==> src/bus_pkg.sv <==
/* Data memory bus definitions
   Address and data vectors and the master-to-slave strobe bundle */
`default_nettype none

package bus_pkg;

   //**************************************************************************
   // Bus vectors
   //**************************************************************************
   typedef logic [7:0] addr_t;         // One word of address space
   typedef logic [7:0] data_t;         // One data byte

   //**************************************************************************
   // Master to slave bundle
   //**************************************************************************
   // Plain strobes with no handshake
   // At most one of wr and rd is high in a cycle
   typedef struct packed {
      addr_t addr;                     // Word address
      logic  wr;                       // Write strobe, one clock per write
      logic  rd;                       // Read strobe, data back in the same cycle
      data_t wdata;                    // Write data
   } mst2slv_t;                        // 18 bits

endpackage

`default_nettype wire

==> src/periph_pkg.sv <==
/* Peripheral map definitions
   Default slave addresses, register offsets and timer control bits */
`default_nettype none

package periph_pkg;

   //**************************************************************************
   // Address map defaults
   //**************************************************************************
   localparam bus_pkg::addr_t MEM_BASE  = 8'h00;  // Data memory 0x00..0x7F
   localparam bus_pkg::addr_t LED_ADDR  = 8'h80;  // LED register
   localparam bus_pkg::addr_t DIP_ADDR  = 8'h81;  // DIP switches, read only
   localparam bus_pkg::addr_t TMR_BASE  = 8'h82;  // Timer 0x82..0x83
   localparam bus_pkg::addr_t GPIO_BASE = 8'hA0;  // GPIO 0xA0..0xA3

   // Timer register offsets
   localparam bus_pkg::addr_t TMR_REG_COUNT = 8'd0;  // Reload on write, count on read
   localparam bus_pkg::addr_t TMR_REG_CTRL  = 8'd1;  // Control on write, status on read

   // GPIO register offsets
   localparam bus_pkg::addr_t GPIO_REG_OUT = 8'd0;
   localparam bus_pkg::addr_t GPIO_REG_DIR = 8'd1;   // 1 drives the pin
   localparam bus_pkg::addr_t GPIO_REG_IN  = 8'd2;   // Pad value

   //**************************************************************************
   // Timer control and status bits
   //**************************************************************************
   localparam int unsigned CTRL_EN    = 0;  // Count enable
   localparam int unsigned CTRL_IE    = 1;  // Interrupt enable
   localparam int unsigned CTRL_PS_LO = 4;  // Prescaler select, two bits
   localparam int unsigned STAT_FLAG  = 7;  // Expiry flag in status

   typedef logic [1:0] presc_sel_t;  // 0 1 2 3 give /1 /16 /64 /256
   typedef logic [7:0] presc_cnt_t;  // Free running prescaler

   // Low prescaler bits that must all be ones for a tick
   function automatic presc_cnt_t presc_mask(presc_sel_t sel);
      case (sel)
         2'd0:    presc_mask = 8'h00;  // Every clock
         2'd1:    presc_mask = 8'h0F;  // Every 16 clocks
         2'd2:    presc_mask = 8'h3F;  // Every 64 clocks
         default: presc_mask = 8'hFF;  // Every 256 clocks
      endcase
   endfunction

endpackage

`default_nettype wire

==> src/data_mem.sv <==
/* Data memory slave
   MEM_WORDS x 8 RAM above MEM_BASE with clocked write and combinational read */
`default_nettype none

module data_mem #(
   parameter int MEM_WORDS = 128          // Up to 256 words
) (
   input  logic              clk,
   input  bus_pkg::mst2slv_t bus,         // Shared master bus
   output bus_pkg::data_t    rdata        // Zero unless selected and read
);

   localparam int AW = (MEM_WORDS > 1) ? $clog2(MEM_WORDS) : 1;

   //**************************************************************************
   // Storage
   //**************************************************************************
   // Powers up cleared
   bus_pkg::data_t mem [MEM_WORDS] = '{default: '0};

   bus_pkg::addr_t offs;                  // Address relative to the memory base
   logic [AW-1:0]  idx;
   logic           sel;

   // Address decode
   assign offs = bus.addr - periph_pkg::MEM_BASE;
   assign sel  = 32'(offs) < MEM_WORDS;   // Wraps below the base so one compare is enough
   assign idx  = offs[AW-1:0];

   // Write lands at the edge that ends the wr cycle
   always_ff @(posedge clk)
   begin
      if (sel && bus.wr)
         mem[idx] <= bus.wdata;
   end

   // Read shows contents from before this cycle's edge
   assign rdata = (sel && bus.rd) ? mem[idx] : '0;

endmodule

`default_nettype wire

==> src/io_regs.sv <==
/* Simple I/O slave
   LED output register, DIP switch input and one GPIO port with direction control */
`default_nettype none

module io_regs #(
   parameter bus_pkg::addr_t LED_ADDR  = 8'h80,
   parameter bus_pkg::addr_t DIP_ADDR  = 8'h81,
   parameter bus_pkg::addr_t GPIO_BASE = 8'hA0
) (
   input  logic              clk,
   input  logic              arst_n,
   input  bus_pkg::mst2slv_t bus,
   output bus_pkg::data_t    rdata,
   input  bus_pkg::data_t    sw,          // DIP switches
   output bus_pkg::data_t    ld,          // LEDs
   input  bus_pkg::data_t    gpio_in,     // Pin input values
   output bus_pkg::data_t    gpio_out,    // Pin output values
   output bus_pkg::data_t    gpio_oe      // Pin drive enables
);

   localparam bus_pkg::addr_t GPIO_SPAN = 8'd4;  // Four register slots

   bus_pkg::data_t led_q;
   bus_pkg::data_t out_q;                 // GPIO output data
   bus_pkg::data_t dir_q;                 // GPIO direction, 1 drives
   bus_pkg::data_t pad;                   // What the pins actually carry
   bus_pkg::addr_t gpio_offs;
   logic           led_sel;
   logic           dip_sel;
   logic           gpio_sel;

   //**************************************************************************
   // Decode
   //**************************************************************************
   assign led_sel   = bus.addr == LED_ADDR;
   assign dip_sel   = bus.addr == DIP_ADDR;
   assign gpio_offs = bus.addr - GPIO_BASE;
   assign gpio_sel  = gpio_offs < GPIO_SPAN;

   // Registers, writes to DIP and the GPIO input slot fall through
   always_ff @(posedge clk or negedge arst_n)
   begin
      if (!arst_n)
      begin
         led_q <= '0;
         out_q <= '0;
         dir_q <= '0;                     // All pins inputs after reset
      end
      else if (bus.wr)
      begin
         if (led_sel)
            led_q <= bus.wdata;
         if (gpio_sel && gpio_offs == periph_pkg::GPIO_REG_OUT)
            out_q <= bus.wdata;
         if (gpio_sel && gpio_offs == periph_pkg::GPIO_REG_DIR)
            dir_q <= bus.wdata;
      end
   end

   // Driven bits loop back the output, the rest come from outside
   assign pad = (out_q & dir_q) | (gpio_in & ~dir_q);

   //**************************************************************************
   // Readback
   //**************************************************************************
   always_comb
   begin
      rdata = '0;
      if (bus.rd)
      begin
         if (led_sel)
            rdata = led_q;
         else if (dip_sel)
            rdata = sw;                   // Live switch value
         else if (gpio_sel)
         begin
            case (gpio_offs)
               periph_pkg::GPIO_REG_OUT: rdata = out_q;
               periph_pkg::GPIO_REG_DIR: rdata = dir_q;
               periph_pkg::GPIO_REG_IN:  rdata = pad;
               default:                  rdata = '0;   // Offset 3 unused
            endcase
         end
      end
   end

   assign ld       = led_q;
   assign gpio_out = out_q;
   assign gpio_oe  = dir_q;

endmodule

`default_nettype wire

==> src/minirisc_periph_top.sv <==
/* MiniRISC data bus peripheral subsystem
   Data memory, LED, DIP, timer and GPIO slaves on one bus with an OR read path */
`default_nettype none

module minirisc_periph_top #(
   parameter int             MEM_WORDS = 128,
   parameter bus_pkg::addr_t TMR_BASE  = periph_pkg::TMR_BASE,
   parameter bus_pkg::addr_t GPIO_BASE = periph_pkg::GPIO_BASE,
   parameter bus_pkg::addr_t LED_ADDR  = periph_pkg::LED_ADDR,
   parameter bus_pkg::addr_t DIP_ADDR  = periph_pkg::DIP_ADDR,
   parameter int             GPIO_W    = 8   // Fixed, equals the bus byte
) (
   input  logic              clk,
   input  logic              arst_n,
   input  bus_pkg::mst2slv_t bus,         // From the single master
   output bus_pkg::data_t    rdata,       // OR of all slave returns
   output logic              irq,         // Timer is the only source
   input  bus_pkg::data_t    sw,
   output bus_pkg::data_t    ld,
   input  logic [GPIO_W-1:0] gpio_in,
   output logic [GPIO_W-1:0] gpio_out,
   output logic [GPIO_W-1:0] gpio_oe
);

   // GPIO pins map one to one onto register bits
   if (GPIO_W != $bits(bus_pkg::data_t))
   begin : gen_gpio_w_check
      $error("GPIO_W must stay at the bus data width");
   end

   bus_pkg::data_t         mem_rdata;
   bus_pkg::data_t         io_rdata;
   bus_pkg::data_t         tmr_rdata;
   logic                   tmr_load;
   bus_pkg::data_t         tmr_reload;
   logic                   tmr_run;
   periph_pkg::presc_sel_t tmr_presc_sel;
   bus_pkg::data_t         tmr_count;
   logic                   tmr_expire;

   //**************************************************************************
   // Slaves
   //**************************************************************************
   data_mem #(.MEM_WORDS(MEM_WORDS)) mem0 (
      .clk   (clk),
      .bus   (bus),
      .rdata (mem_rdata)
   );

   io_regs #(
      .LED_ADDR  (LED_ADDR),
      .DIP_ADDR  (DIP_ADDR),
      .GPIO_BASE (GPIO_BASE)
   ) io0 (
      .clk      (clk),
      .arst_n   (arst_n),
      .bus      (bus),
      .rdata    (io_rdata),
      .sw       (sw),
      .ld       (ld),
      .gpio_in  (gpio_in),
      .gpio_out (gpio_out),
      .gpio_oe  (gpio_oe)
   );

   timer_regs #(.TMR_BASE(TMR_BASE)) tmr_regs0 (
      .clk       (clk),
      .arst_n    (arst_n),
      .bus       (bus),
      .rdata     (tmr_rdata),
      .count     (tmr_count),
      .expire    (tmr_expire),
      .load      (tmr_load),
      .reload    (tmr_reload),
      .run       (tmr_run),
      .presc_sel (tmr_presc_sel),
      .irq       (irq)
   );

   timer_core tmr_core0 (
      .clk       (clk),
      .arst_n    (arst_n),
      .load      (tmr_load),
      .reload    (tmr_reload),
      .run       (tmr_run),
      .presc_sel (tmr_presc_sel),
      .count     (tmr_count),
      .expire    (tmr_expire)
   );

   // Unselected slaves return zero so a plain OR merges them
   assign rdata = mem_rdata | io_rdata | tmr_rdata;

endmodule

`default_nettype wire

==> src/timer_core.sv <==
/* Timer counting core
   Prescaler tick generator and 8-bit auto-reloading down-counter */
`default_nettype none

module timer_core (
   input  logic                   clk,
   input  logic                   arst_n,
   input  logic                   load,       // Restart from reload
   input  bus_pkg::data_t         reload,
   input  logic                   run,        // Count enable
   input  periph_pkg::presc_sel_t presc_sel,
   output bus_pkg::data_t         count,
   output logic                   expire      // Tick seen with count at zero
);

   periph_pkg::presc_cnt_t presc_q;
   periph_pkg::presc_cnt_t mask;
   bus_pkg::data_t         count_q;
   logic                   tick;

   //**************************************************************************
   // Prescaler
   //**************************************************************************
   assign mask = periph_pkg::presc_mask(presc_sel);
   assign tick = run && ((presc_q & mask) == mask);  // Low bits all ones

   always_ff @(posedge clk or negedge arst_n)
   begin
      if (!arst_n)
         presc_q <= '0;
      else if (load)
         presc_q <= '0;                   // Full period after every load
      else if (run)
         presc_q <= presc_q + periph_pkg::presc_cnt_t'(1);
   end

   //**************************************************************************
   // Down-counter
   //**************************************************************************
   always_ff @(posedge clk or negedge arst_n)
   begin
      if (!arst_n)
         count_q <= '0;
      else if (load)
         count_q <= reload;
      else if (tick)
      begin
         if (count_q == '0)
            count_q <= reload;            // Auto reload on expiry
         else
            count_q <= count_q - bus_pkg::data_t'(1);
      end
   end

   assign count  = count_q;
   assign expire = tick && (count_q == '0) && !load;  // Load wins over expiry

endmodule

`default_nettype wire

==> src/timer_regs.sv <==
/* Timer register block
   Reload and control registers, expiry flag and the level interrupt */
`default_nettype none

module timer_regs #(
   parameter bus_pkg::addr_t TMR_BASE = 8'h82
) (
   input  logic                   clk,
   input  logic                   arst_n,
   input  bus_pkg::mst2slv_t      bus,
   output bus_pkg::data_t         rdata,
   input  bus_pkg::data_t         count,      // Live counter value
   input  logic                   expire,     // One clock per expiry
   output logic                   load,       // Restart the counter this edge
   output bus_pkg::data_t         reload,     // Value taken on load or expiry
   output logic                   run,
   output periph_pkg::presc_sel_t presc_sel,
   output logic                   irq
);

   localparam int PSW = $bits(periph_pkg::presc_sel_t);

   bus_pkg::addr_t         offs;
   logic                   cnt_sel;
   logic                   ctrl_sel;
   logic                   cnt_wr;
   logic                   ctrl_wr;
   logic                   ctrl_rd;
   bus_pkg::data_t         reload_q;
   logic                   en_q;
   logic                   ie_q;
   periph_pkg::presc_sel_t ps_q;
   logic                   flag_q;        // Sticky until status is read
   bus_pkg::data_t         status;

   //**************************************************************************
   // Decode
   //**************************************************************************
   assign offs     = bus.addr - TMR_BASE;
   assign cnt_sel  = offs == periph_pkg::TMR_REG_COUNT;
   assign ctrl_sel = offs == periph_pkg::TMR_REG_CTRL;
   assign cnt_wr   = bus.wr && cnt_sel;
   assign ctrl_wr  = bus.wr && ctrl_sel;
   assign ctrl_rd  = bus.rd && ctrl_sel;

   always_ff @(posedge clk or negedge arst_n)
   begin
      if (!arst_n)
      begin
         reload_q <= '0;
         en_q     <= 1'b0;
         ie_q     <= 1'b0;
         ps_q     <= '0;
         flag_q   <= 1'b0;
      end
      else
      begin
         if (cnt_wr)
            reload_q <= bus.wdata;
         if (ctrl_wr)
         begin
            // Only EN, IE and the prescaler select are stored
            en_q <= bus.wdata[periph_pkg::CTRL_EN];
            ie_q <= bus.wdata[periph_pkg::CTRL_IE];
            ps_q <= bus.wdata[periph_pkg::CTRL_PS_LO +: PSW];
         end
         if (expire)
            flag_q <= 1'b1;               // New expiry beats a clearing read
         else if (ctrl_rd)
            flag_q <= 1'b0;
      end
   end

   // Status image with control bits in their write positions
   always_comb
   begin
      status = '0;
      status[periph_pkg::CTRL_EN]             = en_q;
      status[periph_pkg::CTRL_IE]             = ie_q;
      status[periph_pkg::CTRL_PS_LO +: PSW]   = ps_q;
      status[periph_pkg::STAT_FLAG]           = flag_q;
   end

   assign rdata = !bus.rd  ? '0     :
                  cnt_sel  ? count  :
                  ctrl_sel ? status : '0;

   //**************************************************************************
   // Counter controls
   //**************************************************************************
   // COUNT write or enabling write restarts the count
   assign load      = cnt_wr || (ctrl_wr && bus.wdata[periph_pkg::CTRL_EN]);
   // Fresh COUNT data goes straight through so the load uses it
   assign reload    = cnt_wr ? bus.wdata : reload_q;
   assign run       = en_q;
   assign presc_sel = ps_q;
   assign irq       = flag_q && ie_q;    // Level, drops on the clearing read

endmodule

`default_nettype wire
==> config.mk <==
export PLATFORM = sky130hd
export DESIGN_NAME = minirisc_periph_top
export DESIGN_NICKNAME = d
export VERILOG_FILES = /design/src/bus_pkg.sv /design/src/periph_pkg.sv /design/src/data_mem.sv /design/src/io_regs.sv /design/src/minirisc_periph_top.sv /design/src/timer_core.sv /design/src/timer_regs.sv
export SDC_FILE = /design/constraint.sdc
export NUM_CORES = 1
export LEC_CHECK = 0
export BUFFER_PORTS_ARGS = -buffer_cell sky130_fd_sc_hd__buf_4
export CELL_PAD_IN_SITES_DETAIL_PLACEMENT = 2
export CELL_PAD_IN_SITES_GLOBAL_PLACEMENT = 2
export CORE_UTILIZATION = 40
export DETAILED_ROUTE_END_ITERATION = 8
export PLACE_DENSITY_LB_ADDON = 0.12
export SYNTH_ARGS = -nofsm -noshare
export SYNTH_HDL_FRONTEND = slang
export SYNTH_SLANG_ARGS = --single-unit
==> constraint.sdc <==
create_clock -name clk -period 11.7 [get_ports clk]
set_clock_uncertainty 0.05 [all_clocks]
set_input_delay 2.925 -clock clk [delete_from_list [all_inputs] [get_ports clk]]
set_output_delay 2.925 -clock clk [all_outputs]
set_load 0.05 [all_outputs]
**After elaboration in Yosys (flattened, before gate mapping)**

Memories as Yosys holds them, arrays and structs flattened.
Cells that the tools add are included.

- Register bits: 53
- Memory bits (writable): 1024
- Input port bits: 36
- Output and inout port bits: 33
- Word-level logic and storage cells: 76
- Memories kept: 1

Memory list:

| name | depth | bits a word | rd ports | clocked after memory_dff | write ports | line | source |
|---|---|---|---|---|---|---|---|
| mem0.mem | 128 | 8 | 1 | 0 | 1 | data_mem.sv:19 | `bus_pkg::data_t mem [MEM_WORDS] = '{default: '0};` |

- Add/subtract/negate cells: 4
- $lt $le $gt $ge: 2
- Equal/unequal tests: 8
- Multiplexer cells: 20
- Bitwise operators: 7
- Reductions and logical operators: 24

Operators by type and width:

| operator | number |
|---|---|
| $mux 8 | 14 |
| $pmux 8 s3 | 2 |
| $and 8x8->8 | 3 |
| $logic_not 8->1 | 3 |
| $or 8x8->8 | 3 |
| $eq 8x1->1 const B | 2 |
| $eq 8x8->1 const B | 2 |
| $sub 8x8->8 const B | 2 |
| $logic_and 1x1->1 | 12 |
| $add 8x1->8 const B | 1 |
| $eq 8x2->1 const B | 1 |
| $eq 8x8->1 | 1 |
| $lt 8x3->1 const B | 1 |
| $lt 8x8->1 const B | 1 |
| $not 8->8 | 1 |
| $sub 8x1->8 const B | 1 |
| $reduce_and 2->1 | 3 |
| $reduce_bool 2->1 | 3 |
| $mux 1 | 4 |
| $eq 2x1->1 const B | 1 |
| $eq 2x2->1 const B | 1 |
| $logic_not 2->1 | 1 |
| $logic_not 1->1 | 1 |
| $logic_or 1x1->1 | 1 |

**Longest topological paths before layout**

Gate-level depths: netlist (run 1).

- Depth in word-level cells: 10
- Mapped depth: 13
- Depth with buffers taken out: 8

**Modules after synthesis**

A second synthesis (run 1) with hierarchy kept.

- Cells, all modules: 2683
- Area, all modules: 43097.6 um2

By module, submodules not included:

| module | times used | cells each | area each (um2) | sequential area each (um2) |
|---|---|---|---|---|
| data_mem | 1 | 2371 | 39771.9 | 30749.5 |
| io_regs | 1 | 136 | 1532.7 | 600.6 |
| timer_core | 1 | 102 | 970.9 | 400.4 |
| timer_regs | 1 | 66 | 772.0 | 325.3 |
| minirisc_periph_top | 1 | 8 | 50.0 | 0.0 |

**Least setup slack after synthesis (run 1)**

No wires, ideal clock.

- Kind: input-to-output
- Start point: input bus[12] in the netlist's numbering
- End point: output rdata[3]
- Arrival time: 6.409 ns
- Data required time: 8.725 ns
- Slack: 2.316 ns
- Stages on the path: 13
- Buffers on the path: 5
- Path through: buf_2 -> buf_2 -> inv_2 -> buf_2 -> buf_1 -> ha_1 -> or2_1 -> a211oi_1 -> nor2_1 -> or3_1 -> clkbuf_1 -> o31a_1 -> o221ai_1

- Longest elaborated chain between the ends: 9
- Elaborated cells between the ends (all ways): 22
- Those cells by class: add/sub: 2; order compare: 2; eq/ne: 4; mux: 8; bitwise: 2; reduce/logical: 3; memory: 1

RTL lines:

| item | line | source |
|---|---|---|
| start, declared | minirisc_periph_top.sv:15 | `input bus_pkg::mst2slv_t bus,` |
| parallel branches: the longest is 8 deep, another holds $sub 8x8->8 | -- |  |
| $or 8x8->8 * | minirisc_periph_top.sv:92 | `assign rdata = mem_rdata \| io_rdata \| tmr_rdata;` |
| end, declared | minirisc_periph_top.sv:16 | `output bus_pkg::data_t rdata,` |

Mark *: on every way between the ends.

**Worst setup path in the final report (run 1)**

- Start point: input bus[12] in the netlist's numbering
- End point: output rdata[6]

The elaborated chain is that of the path after synthesis.

==> impl_metrics.json, run 1 <==
{
  "slew_violations": 0,
  "nFillCells": 9647,
  "routed_wl_microns": 133000,
  "numCtsBuffers": 114,
  "cp-start-kind": "input pin",
  "grt_pass1_vias": 24400,
  "setup_slack_ns": 2.10,
  "cts.reportedPaths.clkPinSlew_ns": 0.06,
  "rows": 120,
  "cts_setup_buffers": 0,
  "combPwrFrac_pct": 6.3,
  "end_kind": "output port",
  "overflow": 0,
  "cts_tree": "built",
  "die_x_microns": 330,
  "p_int_w": 0.00672,
  "syn_to_final_growth_pct": 13.8,
  "cp_max_fo": 30,
  "final_cell_mix": "edfxtp_1 (1024), mux4_2 (230), nor2_1 (154), mux2i_1 (145), clkbuf_16 (116)",
  "grt_max_degree": 98,
  "hold_violations": 0,
  "ant_nets": 0,
  "setup_viol": 0,
  "gp_congestion": 0.821,
  "cp_cell_sequence": "buf_4, inv_2, ha_1, or2_1, a211oi_1, nor2_1, or3_1, o221ai_1, a221o_1, buf_4",
  "p_sw_share_pct": 22.7,
  "drt_iter0_drc": 2175,
  "clockBufferDepth": 3,
  "fmax_ghz": 0.104,
  "synth_area_sq_um": 43100,
  "post-route-period-util_pct": 82.1,
  "synth_cells": 2180,
  "min_period_ns": 9.60,
  "relSlewSlack_pct": 13.7,
  "switchingPower_w": 0.00197,
  "cap_violations": 0,
  "cpMaxStageDelayCell": "or3_1",
  "synth_fp_nets": 2228,
  "critPathBufInv": 3,
  "dp_slack_ns": 2.14,
  "cp_common_cell": "buf_4",
  "nets": 2337,
  "clkPwrFrac_pct": 44.2,
  "remaining_drc_errors": 0,
  "final_common_cell": "edfxtp_1",
  "dp_hpwl_microns": 81300,
  "synth_edf_count": 1024,
  "grtUsageTotal_pct": 24.7,
  "die_y_microns": 330,
  "grt_pass1_wl_microns": 189000,
  "p_seq_share_pct": 49.5,
  "critPathKind": "in -> out",
  "ys_ff_latch": 1077,
  "yosysUniqueCellTypes": 68,
  "postCtsHoldBufs": 0,
  "yosys_most_used_dff": "edfxtp_1",
  "die_area_sq_um": 109000,
  "rsz0062_at_grt": "no",
  "core_area_sq_um": 107000,
  "avgViaCountPerCell": 5.91,
  "drive_gt1_share_pct": 23.2,
  "leakage_nw": 15.9,
  "cts_root_buffer": "clkbuf_16",
  "max-vdd-ir-drop_mv": 0.121,
  "initial_utilization_pct": 40.3,
  "required_ns": 8.73,
  "io_pins": 69,
  "critical_path.max_stage_delay_ns": 0.60,
  "dr_total_vias": 22400,
  "htree_levels": 3,
  "drtPass1Iterations": 5,
  "tns_ns": 0,
  "clk_latency_ns": 0.69,
  "clock-sinks": 1077,
  "io_buffers": 68,
  "synth_warnings": 0,
  "async_reset_ff_share_pct": 4.92,
  "tightest_slew_ns": 1.29,
  "cts_resized": 0,
  "cp_top_family": "buffers and inverters",
  "synth_area_per_cell_sq_um": 19.8,
  "hold_class": "reg -> reg",
  "antenna_found_initial": 4,
  "post_drt_wl_per_cell_microns": 35.2,
  "p_per_area_nw_per_um2": 177,
  "yosysSeqAreaShare_pct": 74.5,
  "worstPathArrival_ns": 6.63,
  "status": "completed"
}
-- final cells by class --
cell class                 count  area (sq um)  area share, %
inverter                      14          52.6          0.107
multi-input combinational    965         10300           21.0
sequential                  1077         32100           65.4
antenna                        1          2.50        0.00510
tap                         1403          1760           3.58
timing repair buffer         117           943           1.92
clock buffer                 135          2970           6.07
clock inverter                80           950           1.94
-- worst reg2reg max path: cells and delay by family (launching register included) --
kind	cells	cell delay, ns
AND/OR/NAND/NOR	3	1.02
AO/OA/AOI/OAI	3	0.67
flip-flops	1	0.48
-- cell families (layout without fill, tap and decap cells) --
logic type,after synthesis,after routing,synth area share (%)
AOI/OAI and AO/OA,202,202,3.37
xor gates and xnor gates,10,10,0.203
adders and majority gates,12,12,0.349
buffers and inverters,138,346,1.71
DFF,1077,1077,74.5
muxes,412,412,16.4
other,0,1,0
and+or+nand+nor,329,329,3.54
-- power groups by stage --
stage	Clock, W	Sequential [W]	Combinational, W
final	0.00384	0.00430	0.000548
after global routing	0.00402	0.00431	0.000581
after CTS	0.00390	0.00430	0.000555
after detailed placement	0	0.00438	0.000551
after global placement	0	0.00438	0.000536
after floorplan	0	0.00438	0.000297
-- sequential cells by signal, indices dropped and copies added, names as in the netlist --
| register | cells |
|---|---|
| tmr_core0.presc_q | 8 |
| tmr_regs0.reload_q | 8 |
| io0.gpio_out | 8 |
| mem0.mem | 1024 |
| io0.gpio_oe | 8 |
| tmr_core0.count | 8 |
| tmr_regs0.run | 1 |
| tmr_regs0.ie_q | 1 |
| tmr_regs0.flag_q | 1 |
| io0.ld | 8 |
| tmr_regs0.presc_sel | 2 |
-- stage by stage --
stage	instances	hold slack, ns	util (%)	total power (W)	area (sq um)
2_1_floorplan	2180	0.417	-	0.00468	43100
3_3_place_gp	3576	0.429	42.2	0.00492	45100
3_5_place_dp	3576	0.439	42.2	0.00494	45100
4_1_cts	3791	0.446	45.9	0.00876	49000
5_1_grt	3791	0.460	45.9	0.00891	49000
6_report	3792	0.442	45.9	0.00869	49000
-- worst paths after layout --
check / start / endpoint / slack [ns] / cells past startpoint
setup / recovery: bus[12] / rdata[6] / 2.10 / 10
hold / removal: tmr_regs0.reload_q[6]$_DFF_PN0_ / tmr_regs0.reload_q[6]$_DFF_PN0_ / 0.44 / 1
setup reg to reg: tmr_core0.count[3]$_DFFE_PN0P_ / tmr_core0.count[6]$_DFFE_PN0P_ / 9.36 / 6
hold reg to reg: tmr_regs0.reload_q[6]$_DFF_PN0_ / tmr_regs0.reload_q[6]$_DFF_PN0_ / 0.44 / 1
max in group asynchronous: arst_n / io0.gpio_out[4]$_DFFE_PN0P_ / 8.89 / 1
min in group asynchronous: arst_n / tmr_regs0.reload_q[0]$_DFF_PN0_ / 2.24 / 1
-- Yosys cell counts, types with 16 or more instances --
library cell  number  area [sq um]
nand3_1           35           175
mux2i_1          145          1450
buf_2             24           120
a22oi_1           43           323
edfxtp_1        1024         30700
buf_6             17           191
buf_4             16           120
o21ai_0           20           100
clkbuf_1          55           206
mux4_2           230          5180
nor2_1           155           582
dfrtp_1           53          1330
mux2_2            17           191
a21oi_1           23           115
nand2_1           64           240
a31oi_1           26           163
mux2_1            20           225
-- routing by layer --
layer / wire (microns) / GRT usage [%]
met4: 3640 / 6.88
met5: 20 / 0
met3: 8280 / 5.00
met2: 64200 / 40.2
met1: 57300 / 33.9
No activity file was read; power rests on OpenSTA's default activity.
==> inputs of run 2 (changes only) <==
--- a/config.mk
+++ b/config.mk
@@ -5,10 +5,11 @@
 export SDC_FILE = /design/constraint.sdc
 export NUM_CORES = 1
 export LEC_CHECK = 0
+export ABC_AREA = 1
 export BUFFER_PORTS_ARGS = -buffer_cell sky130_fd_sc_hd__buf_4
 export CELL_PAD_IN_SITES_DETAIL_PLACEMENT = 2
 export CELL_PAD_IN_SITES_GLOBAL_PLACEMENT = 2
-export CORE_UTILIZATION = 40
+export CORE_UTILIZATION = 39
 export DETAILED_ROUTE_END_ITERATION = 8
 export PLACE_DENSITY_LB_ADDON = 0.12
 export SYNTH_ARGS = -nofsm -noshare
==> constraint.sdc (replaced) <==
create_clock -name clk -period 8.73 [get_ports clk]
set_clock_uncertainty 0.05 [all_clocks]
set_input_delay 2.1825 -clock clk [delete_from_list [all_inputs] [get_ports clk]]
set_output_delay 2.1825 -clock clk [all_outputs]
set_load 0.05 [all_outputs]
==> run 2 against run 1 <==
Effect of this change:
- via count increased by 43%
- cell area is 5.3% higher
- die area up 8.4%
- largest power group unchanged
- flip-flop and latch count unchanged
- combinational power grew 72%
==> impl_metrics.json, run 2 <==
{
  "clockBufferDepth": 3,
  "critPathKind": "in -> out",
  "dr_total_vias": 32200,
  "synth_common_cells": "nand2_1 (1137), edfxtp_1 (1024), nor2_1 (542), inv_1 (401), nand3_1 (364)",
  "grt_pass1_vias": 35100,
  "yosysSeqAreaShare_pct": 70.4,
  "registers.top_by_ff_count": "mem0.mem",
  "cts.reportedPaths.clkPinSlew_ns": 0.06,
  "required_ns": 6.50,
  "antenna_found_initial": 4,
  "numCtsBuffers": 120,
  "syn_to_final_growth_pct": 13.4,
  "post_drt_wl_per_cell_microns": 26.9,
  "hold_violations": 0,
  "final_common_cell": "nand2_1",
  "relSlewSlack_pct": 13.8,
  "grtUsageTotal_pct": 26.7,
  "grt_max_degree": 91,
  "synth_top_area_cell": "edfxtp_1",
  "die_area_sq_um": 118000,
  "drive_gt1_share_pct": 8.96,
  "max-vdd-ir-drop_mv": 0.203,
  "die_x_microns": 344,
  "htree_levels": 3,
  "cts_tree": "built",
  "drt_iter0_drc": 2275,
  "async_reset_ff_share_pct": 4.92,
  "synth_edf_count": 1024,
  "dp_hpwl_microns": 94500,
  "hold_class": "reg -> reg",
  "cp_max_fo": 90,
  "worstPathArrival_ns": 5.43,
  "final-instance-count-excl-fill": 5846,
  "die_y_microns": 344,
  "avgViaCountPerCell": 5.50,
  "post-route-period-util_pct": 87.7,
  "synth_cells": 4188,
  "postCtsHoldBufs": 0,
  "remaining_drc_errors": 0,
  "synth.most_common_cell": "nand2_1",
  "clock-sinks": 1077,
  "clk_latency_ns": 0.70,
  "cts_resized": 0,
  "nets": 4274,
  "tightest_slew_ns": 1.29,
  "nFillCells": 11800,
  "synth_area_leaders": "edfxtp_1 (68%), nand2_1 (9.4%), nor2_1 (4.5%), nand3_1 (4.0%), inv_1 (3.3%)",
  "placed_cells_incl_taps": 5616,
  "end_kind": "output port",
  "initial_utilization_pct": 39.6,
  "yosys_most_used_dff": "edfxtp_1",
  "r2r_slack_ns": 6.32,
  "rsz0062_at_grt": "no",
  "grt_pass1_wl_microns": 232000,
  "leakage_nw": 19.4,
  "routed_wl_microns": 158000,
  "synth_area_per_cell_sq_um": 10.9,
  "overflow": 0,
  "synth_area_sq_um": 45500,
  "largest_register_ffs": 1024,
  "slew_violations": 0,
  "final_cell_mix": "nand2_1 (1136), edfxtp_1 (1024), nor2_1 (539), inv_1 (400), nand3_1 (356)",
  "gp_congestion": 0.792,
  "io_buffers": 68,
  "io_pins": 69,
  "p_per_area_nw_per_um2": 228,
  "tns_ns": 0,
  "synth_fp_nets": 4236,
  "min_period_ns": 7.66,
  "synth_warnings": 0,
  "fin_util_pct": 44.9,
  "ant_nets": 0,
  "status": "completed",
  "yosysUniqueCellTypes": 39,
  "cp-start-kind": "input pin",
  "synth_top_area_share_pct": 67.5,
  "cts_root_buffer": "clkbuf_16",
  "rows": 124,
  "cts_setup_buffers": 0,
  "cap_violations": 0,
  "ys_ff_latch": 1077,
  "drtPass1Iterations": 7,
  "fmax_ghz": 0.131,
  "core_area_sq_um": 115000,
  "setup_viol": 0
}
run 2: changes by cell type after synthesis, moves of 145 or more:
| cell | previous run | this run |
|---|---|---|
| nor2_1 | 155 | 542 |
| nand4_1 | 6 | 177 |
| mux2i_1 | 145 | 0 |
| mux4_2 | 230 | 0 |
| nand3_1 | 35 | 364 |
| nand2_1 | 64 | 1137 |
| inv_1 | 13 | 401 |
run 2: final timing paths:
path / start / endpoint / depth (start not counted)
worst max register to register: tmr_core0.count[2]$_DFFE_PN0P_ / tmr_core0.count[0]$_DFFE_PN0P_ / 7
worst min register to register: io0.ld[4]$_DFFE_PN0P_ / io0.ld[4]$_DFFE_PN0P_ / 2
worst max-delay path: bus[10] / rdata[2] / 16
worst min-delay path: io0.ld[4]$_DFFE_PN0P_ / io0.ld[4]$_DFFE_PN0P_ / 2
max in group asynchronous: arst_n / tmr_core0.presc_q[2]$_DFFE_PN0P_ / 1
min in group asynchronous: arst_n / io0.ld[0]$_DFFE_PN0P_ / 1
run 2: power breakdown:
part / internal (W) / total [W] / switching (W)
Combinational: 0.000251 / 0.000941 / 0.000689
Sequential: 0.00571 / 0.00577 / 0.0000600
Clock: 0.00291 / 0.00508 / 0.00217
Total: 0.00887 / 0.0118 / 0.00292
run 2: through the flow:
stage,hold WS (ns),setup slack [ns],cell area [sq um],power (W)
CTS,0.483,1.06,51600,0.0119
detailed placement,0.470,1.07,47700,0.00682
finish,0.480,1.07,51600,0.0118
global route,0.526,0.989,51600,0.0121
global placement,0.451,1.10,47700,0.00679
floorplan,0.424,1.99,45500,0.00638
run 2: cell type report:
type                       instances  area (sq um)  area share, %
antenna                            2          5.00        0.00969
clock buffer                     145          3180           6.16
clock inverter                    83           709           1.37
inverter                         406          1540           2.99
multi-input combinational       2493         11000           21.4
sequential                      1077         32100           62.1
tap                             1512          1890           3.66
timing repair buffer             128          1190           2.30
run 2: cell families after synthesis:
family,share of synthesized area (%)
xor+xnor,0.250
simple gates,21.4
compound gates,1.91
buf+inv,5.44
mux,0.198
flops,70.4
fa+ha+maj,0.330
run 2: worst max-delay path, stage by stage:
cell and delay, ns:
buf_8 0.20, inv_8 0.62, buf_12 0.37, nor2_1 0.11
nor2_1 0.11, nand2_1 0.07, nand4_1 0.10, nand3_1 0.19
nand2_1 0.12, inv_1 0.05, nand2_1 0.20, nand3_1 0.23
nand2_1 0.26, nand2_1 0.15, nand2_1 0.12, buf_4 0.20
run 2: layer usage:
metal | part of all wire (%) | global-route usage (%)
met1 | 43 | 35.1
met2 | 50 | 46.5
met5 | 0.0083 | 0
met3 | 4.3 | 3.25
met4 | 2.7 | 7.35
